==> src/hdl/fir_consts.svh <==
`ifndef FIR_CONSTS_SVH
`define FIR_CONSTS_SVH

////////////////////////////////////////////////////////////
// Datapath widths of the modeled DSP slice
////////////////////////////////////////////////////////////

// A and D sample ports
`define FIR_A_W 26

// Pre-adder output, one bit of growth over A and D
`define FIR_AD_W 27

// Coefficient port and both coefficient registers
`define FIR_B_W 18

// Accumulator, C port and the partial sum cascade
`define FIR_P_W 48

////////////////////////////////////////////////////////////
// Pipeline and pattern detect
////////////////////////////////////////////////////////////

// Input, pre-adder, multiplier and P registers
`define FIR_LATENCY 4

// Pattern is compared only where the mask bit is set
`define FIR_PATTERN 48'h0000_0000_0000
`define FIR_MASK 48'hFFFF_0000_0000

`endif

==> src/hdl/dsp_op_pkg.sv <==
package dsp_op_pkg;

    ////////////////////////////////////////////////////////////
    // Per-sample opcodes, in the spirit of INMODE and OPMODE
    ////////////////////////////////////////////////////////////

    // Pre-adder function
    typedef enum logic [1:0] {
        PRE_D_PLUS_A  = 2'b00,
        PRE_D_MINUS_A = 2'b01,
        PRE_A_ONLY    = 2'b10
    } preadd_op_e;

    // Post-adder function applied to the product
    // POST_ADD_PCIN takes the partial sum of the previous tap
    typedef enum logic [1:0] {
        POST_ADD_C     = 2'b00,
        POST_SUB_C     = 2'b01,
        POST_ADD_PCIN  = 2'b10,
        POST_MULT_ONLY = 2'b11
    } post_op_e;

endpackage

==> src/hdl/dsp_types_pkg.sv <==
`include "fir_consts.svh"

package dsp_types_pkg;

    ////////////////////////////////////////////////////////////
    // Records passed between the pipeline stages
    ////////////////////////////////////////////////////////////

    // One input sample with its opcodes
    // a, d and c are two's complement
    typedef struct packed {
        logic                   valid;
        logic [`FIR_A_W-1:0]    a;
        logic [`FIR_A_W-1:0]    d;
        logic [`FIR_P_W-1:0]    c;
        dsp_op_pkg::preadd_op_e pre_op;
        dsp_op_pkg::post_op_e   post_op;
    } tap_in_t;

    // Output of the multiplier register
    // C and the post-adder opcode ride along with the product
    typedef struct packed {
        logic                 valid;
        logic [`FIR_P_W-1:0]  prod;
        logic [`FIR_P_W-1:0]  c;
        dsp_op_pkg::post_op_e post_op;
    } product_t;

    // Result of the tap, pattern flag aligned with p
    typedef struct packed {
        logic                valid;
        logic [`FIR_P_W-1:0] p;
        logic                pattern;
    } tap_out_t;

endpackage

==> src/hdl/coeff_bank.sv <==
`timescale 1ns/1ps

`include "fir_consts.svh"

module coeff_bank (
    input  logic                clk_i,
    input  logic                rst_n_i,
    input  logic [`FIR_B_W-1:0] coef_i,
    input  logic                load_i,
    input  logic                update_i,
    output logic [`FIR_B_W-1:0] coef_active_o,
    output logic [`FIR_B_W-1:0] bcout_o
);

    // Staged coefficient, also the cascade toward the next tap
    logic [`FIR_B_W-1:0] coef_stage_q;
    // Coefficient seen by the multiplier
    logic [`FIR_B_W-1:0] coef_active_q;

    ////////////////////////////////////////////////////////////
    // Load stage
    ////////////////////////////////////////////////////////////

    always_ff @(posedge clk_i) begin
        if (!rst_n_i) begin
            coef_stage_q <= '0;
        end else if (load_i) begin
            coef_stage_q <= coef_i;
        end
    end

    ////////////////////////////////////////////////////////////
    // Update stage
    ////////////////////////////////////////////////////////////

    // With load and update together the old staged value moves on
    always_ff @(posedge clk_i) begin
        if (!rst_n_i) begin
            coef_active_q <= '0;
        end else if (update_i) begin
            coef_active_q <= coef_stage_q;
        end
    end

    assign coef_active_o = coef_active_q;
    assign bcout_o       = coef_stage_q;

endmodule

==> src/hdl/preadd_mult.sv <==
`timescale 1ns/1ps

`include "fir_consts.svh"

module preadd_mult (
    input  logic                    clk_i,
    input  logic                    rst_n_i,
    input  dsp_types_pkg::tap_in_t  sample_i,
    input  logic [`FIR_B_W-1:0]     coef_i,
    output dsp_types_pkg::product_t prod_o
);

    import dsp_op_pkg::*;
    import dsp_types_pkg::*;

    localparam int MULT_W = `FIR_AD_W + `FIR_B_W;

    tap_in_t                     s1_q;
    logic signed [`FIR_AD_W-1:0] a_ext;
    logic signed [`FIR_AD_W-1:0] d_ext;
    logic signed [`FIR_AD_W-1:0] ad_d;
    logic signed [`FIR_AD_W-1:0] ad_q;
    logic                        s2_vld_q;
    logic [`FIR_P_W-1:0]         s2_c_q;
    post_op_e                    s2_post_q;
    logic signed [MULT_W-1:0]    mult_d;
    product_t                    prod_q;

    ////////////////////////////////////////////////////////////
    // Stage 1, input register
    ////////////////////////////////////////////////////////////

    always_ff @(posedge clk_i) begin
        s1_q <= sample_i;
        if (!rst_n_i) begin
            s1_q.valid <= 1'b0;
        end
    end

    ////////////////////////////////////////////////////////////
    // Stage 2, pre-adder
    ////////////////////////////////////////////////////////////

    // Sign extend to the pre-adder width so the sum cannot overflow
    assign a_ext = $signed(s1_q.a);
    assign d_ext = $signed(s1_q.d);

    always_comb begin
        case (s1_q.pre_op)
            PRE_D_PLUS_A:  ad_d = d_ext + a_ext;
            PRE_D_MINUS_A: ad_d = d_ext - a_ext;
            default:       ad_d = a_ext;
        endcase
    end

    always_ff @(posedge clk_i) begin
        ad_q      <= ad_d;
        s2_c_q    <= s1_q.c;
        s2_post_q <= s1_q.post_op;
        s2_vld_q  <= s1_q.valid;
        if (!rst_n_i) begin
            s2_vld_q <= 1'b0;
        end
    end

    ////////////////////////////////////////////////////////////
    // Stage 3, multiplier with the active coefficient
    ////////////////////////////////////////////////////////////

    assign mult_d = ad_q * $signed(coef_i);

    always_ff @(posedge clk_i) begin
        prod_q.prod    <= {{(`FIR_P_W - MULT_W){mult_d[MULT_W-1]}}, mult_d};
        prod_q.c       <= s2_c_q;
        prod_q.post_op <= s2_post_q;
        prod_q.valid   <= s2_vld_q;
        if (!rst_n_i) begin
            prod_q.valid <= 1'b0;
        end
    end

    assign prod_o = prod_q;

endmodule

==> src/hdl/alu_accum.sv <==
`timescale 1ns/1ps

`include "fir_consts.svh"

module alu_accum (
    input  logic                    clk_i,
    input  logic                    rst_n_i,
    input  dsp_types_pkg::product_t prod_i,
    input  logic [`FIR_P_W-1:0]     pcin_i,
    output dsp_types_pkg::tap_out_t out_o,
    output logic [`FIR_P_W-1:0]     pcout_o
);

    import dsp_op_pkg::*;
    import dsp_types_pkg::*;

    logic [`FIR_P_W-1:0] operand;
    logic                subtract;
    logic [`FIR_P_W-1:0] sum_d;
    logic                pattern_d;
    tap_out_t            out_q;

    ////////////////////////////////////////////////////////////
    // Post-adder operand select
    ////////////////////////////////////////////////////////////

    // PCIN is expected in the same cycle its product arrives here
    always_comb begin
        case (prod_i.post_op)
            POST_ADD_C:    operand = prod_i.c;
            POST_SUB_C:    operand = prod_i.c;
            POST_ADD_PCIN: operand = pcin_i;
            default:       operand = '0;
        endcase
    end

    assign subtract = (prod_i.post_op == POST_SUB_C);

    ////////////////////////////////////////////////////////////
    // Post-adder and pattern detect
    ////////////////////////////////////////////////////////////

    // Sum wraps at the accumulator width
    always_comb begin
        if (subtract) begin
            sum_d = prod_i.prod - operand;
        end else begin
            sum_d = prod_i.prod + operand;
        end
    end

    // Only bits selected by the mask take part in the compare
    assign pattern_d = (((sum_d ^ `FIR_PATTERN) & `FIR_MASK) == '0);

    ////////////////////////////////////////////////////////////
    // P register
    ////////////////////////////////////////////////////////////

    // P and pattern hold their last result between samples
    always_ff @(posedge clk_i) begin
        if (!rst_n_i) begin
            out_q <= '0;
        end else begin
            out_q.valid <= prod_i.valid;
            if (prod_i.valid) begin
                out_q.p       <= sum_d;
                out_q.pattern <= pattern_d;
            end
        end
    end

    assign out_o   = out_q;
    // Cascade to the next tap is P itself
    assign pcout_o = out_q.p;

endmodule

==> src/hdl/fir_tap_top.sv <==
`timescale 1ns/1ps

`include "fir_consts.svh"

module fir_tap_top (
    input  logic                    clk_i,
    input  logic                    rst_n_i,
    input  dsp_types_pkg::tap_in_t  sample_i,
    input  logic [`FIR_B_W-1:0]     coef_i,
    input  logic                    load_i,
    input  logic                    update_i,
    input  logic [`FIR_P_W-1:0]     pcin_i,
    output dsp_types_pkg::tap_out_t out_o,
    output logic [`FIR_P_W-1:0]     pcout_o,
    output logic [`FIR_B_W-1:0]     bcout_o
);

    import dsp_types_pkg::*;

    // Coefficient used by the multiplier stage
    logic [`FIR_B_W-1:0] coef_active;
    // Multiplier register toward the post-adder
    product_t            prod;

    ////////////////////////////////////////////////////////////
    // Coefficient registers
    ////////////////////////////////////////////////////////////

    coeff_bank u_coeff_bank (
        .clk_i         (clk_i),
        .rst_n_i       (rst_n_i),
        .coef_i        (coef_i),
        .load_i        (load_i),
        .update_i      (update_i),
        .coef_active_o (coef_active),
        .bcout_o       (bcout_o)
    );

    ////////////////////////////////////////////////////////////
    // Datapath, three stages then the P register
    ////////////////////////////////////////////////////////////

    preadd_mult u_preadd_mult (
        .clk_i    (clk_i),
        .rst_n_i  (rst_n_i),
        .sample_i (sample_i),
        .coef_i   (coef_active),
        .prod_o   (prod)
    );

    alu_accum u_alu_accum (
        .clk_i   (clk_i),
        .rst_n_i (rst_n_i),
        .prod_i  (prod),
        .pcin_i  (pcin_i),
        .out_o   (out_o),
        .pcout_o (pcout_o)
    );

endmodule

==> config.mk <==
export PLATFORM = sky130hd
export DESIGN_NAME = fir_tap_top
export DESIGN_NICKNAME = d
export VERILOG_FILES = /design/src/hdl/dsp_op_pkg.sv /design/src/hdl/dsp_types_pkg.sv /design/src/hdl/coeff_bank.sv /design/src/hdl/preadd_mult.sv /design/src/hdl/alu_accum.sv /design/src/hdl/fir_tap_top.sv
export VERILOG_INCLUDE_DIRS = /design/src /design/src/hdl
export SDC_FILE = /design/constraint.sdc
export NUM_CORES = 2
export LEC_CHECK = 0
export BUFFER_PORTS_ARGS = -buffer_cell sky130_fd_sc_hd__buf_2
export CORE_ASPECT_RATIO = 0.6
export CORE_UTILIZATION = 60
export DETAILED_ROUTE_END_ITERATION = 12
export GPL_TIMING_DRIVEN = 0
export PLACE_DENSITY = 0.78
export SYNTH_ARGS = -nofsm -noshare
export SYNTH_HDL_FRONTEND = slang
export SYNTH_SLANG_ARGS = --single-unit
==> constraint.sdc <==
create_clock -name clk_i -period 11.68 [get_ports clk_i]
set_input_delay 2.336 -clock clk_i [delete_from_list [all_inputs] [get_ports clk_i]]
set_output_delay 2.336 -clock clk_i [all_outputs]
set_load 0.05 [all_outputs]
=== After elaboration in Yosys (flattened, before gate mapping) ===
Index checks and enable logic that the tools add are counted.

* Register bits: 365
* Bits in latches: 0
* RAM bits: 0
* Memory bits (read-only): 0
* Bits of input ports: 175
* Output and inout port bits: 116
* Word-level logic and storage cells: 34
* Memories: 0

* $add $sub $neg: 4
* Multiply operators: 1
* Divide/modulo/power cells: 0
* Magnitude comparators: 0
* Equality and inequality tests: 3
* Shift operators: 0
* Multiplexer cells: 3
* Bitwise logic cells: 0
* Reduce and logical (&&, ||, !) cells: 4

{| class="wikitable"
|+ Operators with widths
! operator !! count
|-
| 48-bit case mux with 2 select lines || 1
|-
| 27-bit case mux with 2 select lines || 1
|-
| 48-bit adder || 1
|-
| 48-bit zero test || 1
|-
| 48-bit two-way mux || 1
|-
| 48-bit subtractor || 1
|-
| 27-bit by 18-bit multiplier with 45-bit output || 1
|-
| 26-bit by 26-bit adder with 27-bit output || 1
|-
| 26-bit by 26-bit subtractor with 27-bit output || 1
|-
| 2-bit by 1-bit == test with 1-bit output, second input constant || 2
|-
| 2-bit zero test || 2
|-
| 2-bit == test, second input constant || 1
|-
| 2-bit OR reduction || 1
|}

=== Logic depth before layout (Yosys ltp) ===
* Depth after elaboration: 6
* Depth in mapped cells: 34
* Depth with buffers taken out: 26

=== By module ===
From an unflattened synthesis, not the netlist that was laid out.

* Cell total of the unflattened synthesis: 3804
* Area total of the unflattened synthesis: 34410.5 µm²

{| class="wikitable"
|+ Modules (own cells, without submodules)
! module !! times used !! cells each !! area each (µm²) !! seq. area each (µm²)
|-
| preadd_mult || 1 || 2514 || 24638.6 || 5585.4
|-
| alu_accum || 1 || 1175 || 8391.8 || 1001.0
|-
| coeff_bank || 1 || 115 || 1380.1 || 720.7
|}

=== Worst setup path before layout ===
OpenSTA, ideal clock, no wires.

* Path kind: input-to-reg
* From: input pcin_i[11]
* To: register u_alu_accum.out_q (netlist bit u_alu_accum.out_o[0])
* Setup time: 0.084 ns
* Data arrival time: 7.211 ns
* Required time: 11.596 ns
* Setup slack: 4.385 ns
* Stages on the path: 21
* Path buffers: 2
* Cells stage by stage: nor2b_1 > mux2_2 > or4b_1 > nor4_4 > and3_1 > clkbuf_1 > nor2b_1 > nor2_1 > xor2_1 > o21ai_0 > ha_1 > clkbuf_1 > and2_1 > and3_1 > o31ai_2 > a2111oi_1 > o21ai_0 > a2111oi_4 > o2111ai_1 > or4_1 > o31ai_2

* Cells in the longest elaborated chain, start to end: 4
* Elaborated cells between the ends (all ways): 5
* Those cells by class: add/sub (2); mux (2); reduce/logical (1)

{| class="wikitable"
|+ RTL lines
! what !! RTL line !! RTL
|-
| start: declaration || fir_tap_top.sv:12 || <nowiki>input logic [`FIR_P_W-1:0] pcin_i,</nowiki>
|-
| 48-bit case mux with 2 select lines * || alu_accum.sv:29 || <nowiki>case (prod_i.post_op)</nowiki>
|-
| 48-bit adder / 48-bit subtractor (equally long branches) || alu_accum.sv:48, alu_accum.sv:46 ||
|-
| 48-bit two-way mux * || alu_accum.sv:45 || <nowiki>if (subtract) begin</nowiki>
|-
| 48-bit zero test * || alu_accum.sv:53 || <nowiki>assign pattern_d = (((sum_d ^ `FIR_PATTERN) & `FIR_MASK) == '0);</nowiki>
|-
| end: declaration || alu_accum.sv:21 || <nowiki>tap_out_t out_q;</nowiki>
|}

Every way passes the cells marked *; elsewhere a longest branch is shown, timed or not.
A chain may end at the register's enable or synchronous reset.

=== Final worst setup path ===
* From: register u_preadd_mult.prod_o[0] (netlist name)
* To: register u_alu_accum.out_q (netlist bit u_alu_accum.out_o[0])

* Cells in the longest elaborated chain, start to end: 6
* Elaborated cells between the ends (all ways): 9
* Those cells by class: add/sub (2); eq/ne (2); mux (2); reduce/logical (3)

{| class="wikitable"
|+ RTL lines
! what !! RTL line
|-
| 2-bit by 1-bit == test with 1-bit output / 2-bit zero test (equally long branches) || alu_accum.sv:29, alu_accum.sv:37
|-
| 2-bit OR reduction (no source line) || n/a
|-
| 48-bit case mux with 2 select lines || alu_accum.sv:29
|-
| 48-bit adder / 48-bit subtractor (equally long branches) || alu_accum.sv:48, alu_accum.sv:46
|-
| 48-bit two-way mux * || alu_accum.sv:45
|-
| 48-bit zero test * || alu_accum.sv:53
|}

Marks and branches as above.

==> results by group <==
GRT
  – Largest net degree at the start of global routing: 17
  – Grt total ovfl: 0
  – Initial antenna violation count: 0
  – First-pass GRT wire length: 151000 um
  – Number of global-route vias before repair: ~26000
  – Total GRT Usage: 0.351

Yosys
  – Post-synth net total: between 4000 and 5000
  – Unique masters post-synth: 81
  – YS warnings: 0
  – Synth Area in Adders: 0.351
  – Top cells by area, synth: fa_1 (28%), dfxtp_1 (22%), ha_1 (6.9%), inv_1 (6.6%), nand2_1 (4.7%)
  – Synthesized instance count: around 3700
  – Top cell type by total area after synthesis: fa_1
  – Mean post-synth cell area: 9.02 um2
  – Largest family of logic cells by synthesized area: adder cells
  – Sequential fraction of the synthesis area: 0.217
  – EDFF count, synth: 0
  – Synth Register Bits: between 300 and 400
  – Synth Flop Type: dfxtp_1
  – Asr flop ratio synth: 0
  – Xor and xnor area share after synthesis: 0.0504
  – Syn Std Cell Area: 33700 um2
  – Simple-gate share of the synthesized area: 0.161
  – Synth top area share: 0.282
  – Post-synthesis compound-gate area fraction: 0.102
  – Mux share of post-synthesis cell area: 0.0231

Route
  – ANT nets after route: 0
  – Pre-Repair DR Iteration Count: 7
  – Wire length per cell: roughly 20 um
  – Vias per std cell: around 5.6
  – DR vias: between 20000 and 30000
  – Initial DRC count: between 2000 and 3000
  – Final wirelength: between 90000 and 100000 um
  – DRC Markers: 0

Final layout
  – Most common cell after layout, fill and taps aside: inv_1
  – Final std cells w/o fill: 4837
  – Util after Layout: 0.679
  – Fill count: roughly 4500
  – Fin nets: around 4900
  – Commonest non-fill, non-tap cells in the layout: inv_1 (592), fa_1 (475), nand2_1 (426)
  – Layout cell share with drive strength beyond 1: 0.107
  – Layout area overhead: 10.4%

Critical path
  – Reg-to-Reg End: u_alu_accum.out_o[0]
  – Crit end category: flop
  – Critical Path Source Type: flop
  – Critical path fanouts, max: 10
  – Crit path kind: flop to flop
  – Critical R2R Launch: u_preadd_mult.prod_o[0]
  – Worst r2r path cells: 31
  – Register-to-register setup slack: around 1.1 ns
  – Crit path max-delay cell type: nor4_4
  – Worst EP required: between 10 and 15 ns
  – Most Frequent Cell on Critical Path: clkbuf_1
  – Crit-path leading delay family: buffers and inverters
  – Crit path largest cell delay: slightly below 0.9 ns
  – WP data arrival: 11.03 ns
  – CP Buf/Inv Count: 8

Clock tree
  – CTS buffer count: 36
  – Clk_lat worst skew: roughly 0.59 ns
  – Post_cts resized: 0
  – Max clock buf depth: 3
  – Setup bufs post-CTS: 0
  – CTS tree: yes
  – Clock root buffer: clkbuf_16
  – Clock transition at path regs: around 0.070 ns
  – Hold-fix buffers, CTS: 0
  – CTS H-tree depth: 2
  – Clk sinks: approximately 370

Timing
  – Setup Total Neg Slack: 0 ns
  – Fmax: 94.9 MHz
  – Final setup vio count: 0
  – Layout Skew: a little over 0.02 ns
  – Final Cycle Share: 0.902
  – Tmin final: between 10 and 15 ns
  – Hold Vio Cnt, Final: 0
  – Tightest Pin Transition: ~1.2 ns
  – Final slew viol count: 0
  – RSZ-0062 raised after global routing: no
  – Worst slew margin: 0.203

Flow run
  – Max_cap viols: 0

Min path
  – Hold Crit Depth: 0
  – Hold path start: u_preadd_mult.s1_q[13]
  – Hold EP: u_preadd_mult.s2_c_q[9]
  – Worst hold path class: flop to flop

Place
  – Final Wtd Congestion: ~1.0
  – DP HPWL: 81300 um
  – IO Port Bufs: about 290
  – Post-Place Cells: 4773

Die
  – Core area: 54800 um2
  – Initial core utilization: 0.615
  – Die X: ~310 um
  – Die area: around 57000 um2
  – I/O Pins: slightly below 300
  – Row count: 66
  – Die height: between 150 and 200 um

Pwr
  – Sw Share: 0.419
  – Logic pwr share: 0.454
  – Reg power frac: 0.306
  – Static Leakage: around 0.018 uW
  – Max VDD drop: roughly 0.14 mV
  – Cell internal pwr: ~2800 uW
  – Pwr Density: 130 nW/um2
  – Clock share of power: 0.239
  – Switching pwr: about 2000 uW

Run status
  – Outcome: complete, no violations
## synth_stat cells (21+ instances only)
cell,number
inv_1,592
fa_1,475
nand2_1,426
dfxtp_1,365
and2_1,197
ha_1,186
nor2_1,164
a21oi_1,159
clkbuf_1,139
o21ai_0,118
nor2b_1,114
xnor2_1,105
xor2_1,89
mux2i_1,70
a21o_1,51
buf_4,48
nor3_1,41
nand2b_1,35
nand3_1,34
and3_1,29
o21a_1,21
o21bai_1,21
## stage by stage
stage / area (um2) / hold WS, ns / setup slack [ns] / power (uW)
2_1_floorplan: 33700 / 0.310 / 4.39 / 3040
3_3_place_gp: 36100 / 0.310 / 1.97 / 3610
3_5_place_dp: 36100 / 0.312 / 1.89 / 3640
4_1_cts: 37200 / 0.326 / 1.83 / 4810
5_1_grt: 37200 / 0.331 / 0.771 / 5140
6_report: 37200 / 0.324 / 1.14 / 4840
## worst reg2reg max path, delay by kind of cell (launching register included)
family,cells,cell delay [ns]
AO/OA/AOI/OAI,9,2.17
AND/OR/NAND/NOR,11,3.26
adder cells (fa/ha/maj),2,0.49
XOR/XNOR,1,0.22
buffers and inverters,8,3.91
flip-flops,1,0.39
## cell families after synthesis
| logic type | Yosys count |
|---|---|
| AOI/OAI and AO/OA | 530 |
| buffers and inverters | 805 |
| and+or+nand+nor | 1105 |
| xor gates and xnor gates | 194 |
| DFF | 365 |
| adders and majority gates | 661 |
| muxes | 77 |
## metal layers
metal	GRT usage	share of wire	vias up
met3	0.138	0.14	149
met4	0.0832	0.022	0
met2	0.467	0.38	1338
met5	0.00689	0	-
met1	0.525	0.45	13100
li1	-	-	12400
## power groups by stage
stage | sequential, uW | combinational, uW | clock (uW)
6_report | 1480 | 2200 | 1160
5_1_grt | 1490 | 2420 | 1230
2_1_floorplan | 1510 | 1530 | 0
4_1_cts | 1480 | 2150 | 1180
3_3_place_gp | 1510 | 2100 | 0
3_5_place_dp | 1510 | 2140 | 0
## state kept, by name, summed over array words and instances (netlist names)
| signal | cells |
|---|---|
| u_preadd_mult.s2_vld_q | 1 |
| u_coeff_bank.coef_active_o | 18 |
| u_preadd_mult.d_ext | 26 |
| u_preadd_mult.s1_q | 53 |
| u_preadd_mult.ad_q | 27 |
| u_alu_accum.out_o | 2 |
| u_alu_accum.pcout_o | 48 |
| u_preadd_mult.s2_post_q | 2 |
| u_coeff_bank.bcout_o | 18 |
| u_preadd_mult.s2_c_q | 48 |
| u_preadd_mult.prod_o | 96 |
| u_preadd_mult.a_ext | 26 |
## cell type report
class / count / area, um2 / area share
Timing Repair Buffer: 288 / 1440 / 0.0387
Multi-Input combinational cell: 2567 / 23200 / 0.623
Clock buffer: 43 / 957 / 0.0257
Inverter: 594 / 2230 / 0.0599
Clock inverter: 20 / 176 / 0.00474
Antenna cell: 1 / 2.50 / 0.0000672
Sequential cell: 365 / 7310 / 0.196
Buffer: 211 / 987 / 0.0265
Tap cell: 748 / 936 / 0.0251
## how the worst max path moves through the flow
| stage | slack (ns) | startpoint | end | cells past startpoint |
|---|---|---|---|---|
| 2_1_floorplan | 4.39 | pcin_i[11] | u_alu_accum.out_o[0] | 21 |
| 3_3_place_gp | 1.97 | u_preadd_mult.prod_o[0] | u_alu_accum.out_o[0] | 31 |
| 3_5_place_dp | 1.89 | u_preadd_mult.prod_o[0] | u_alu_accum.out_o[0] | 31 |
| 4_1_cts | 1.83 | u_preadd_mult.prod_o[0] | u_alu_accum.out_o[0] | 31 |
| 5_1_grt | 0.77 | u_preadd_mult.prod_o[0] | u_alu_accum.out_o[0] | 31 |
| 6_report | 1.14 | u_preadd_mult.prod_o[0] | u_alu_accum.out_o[0] | 31 |
No activity file was read; power rests on OpenSTA's default activity.
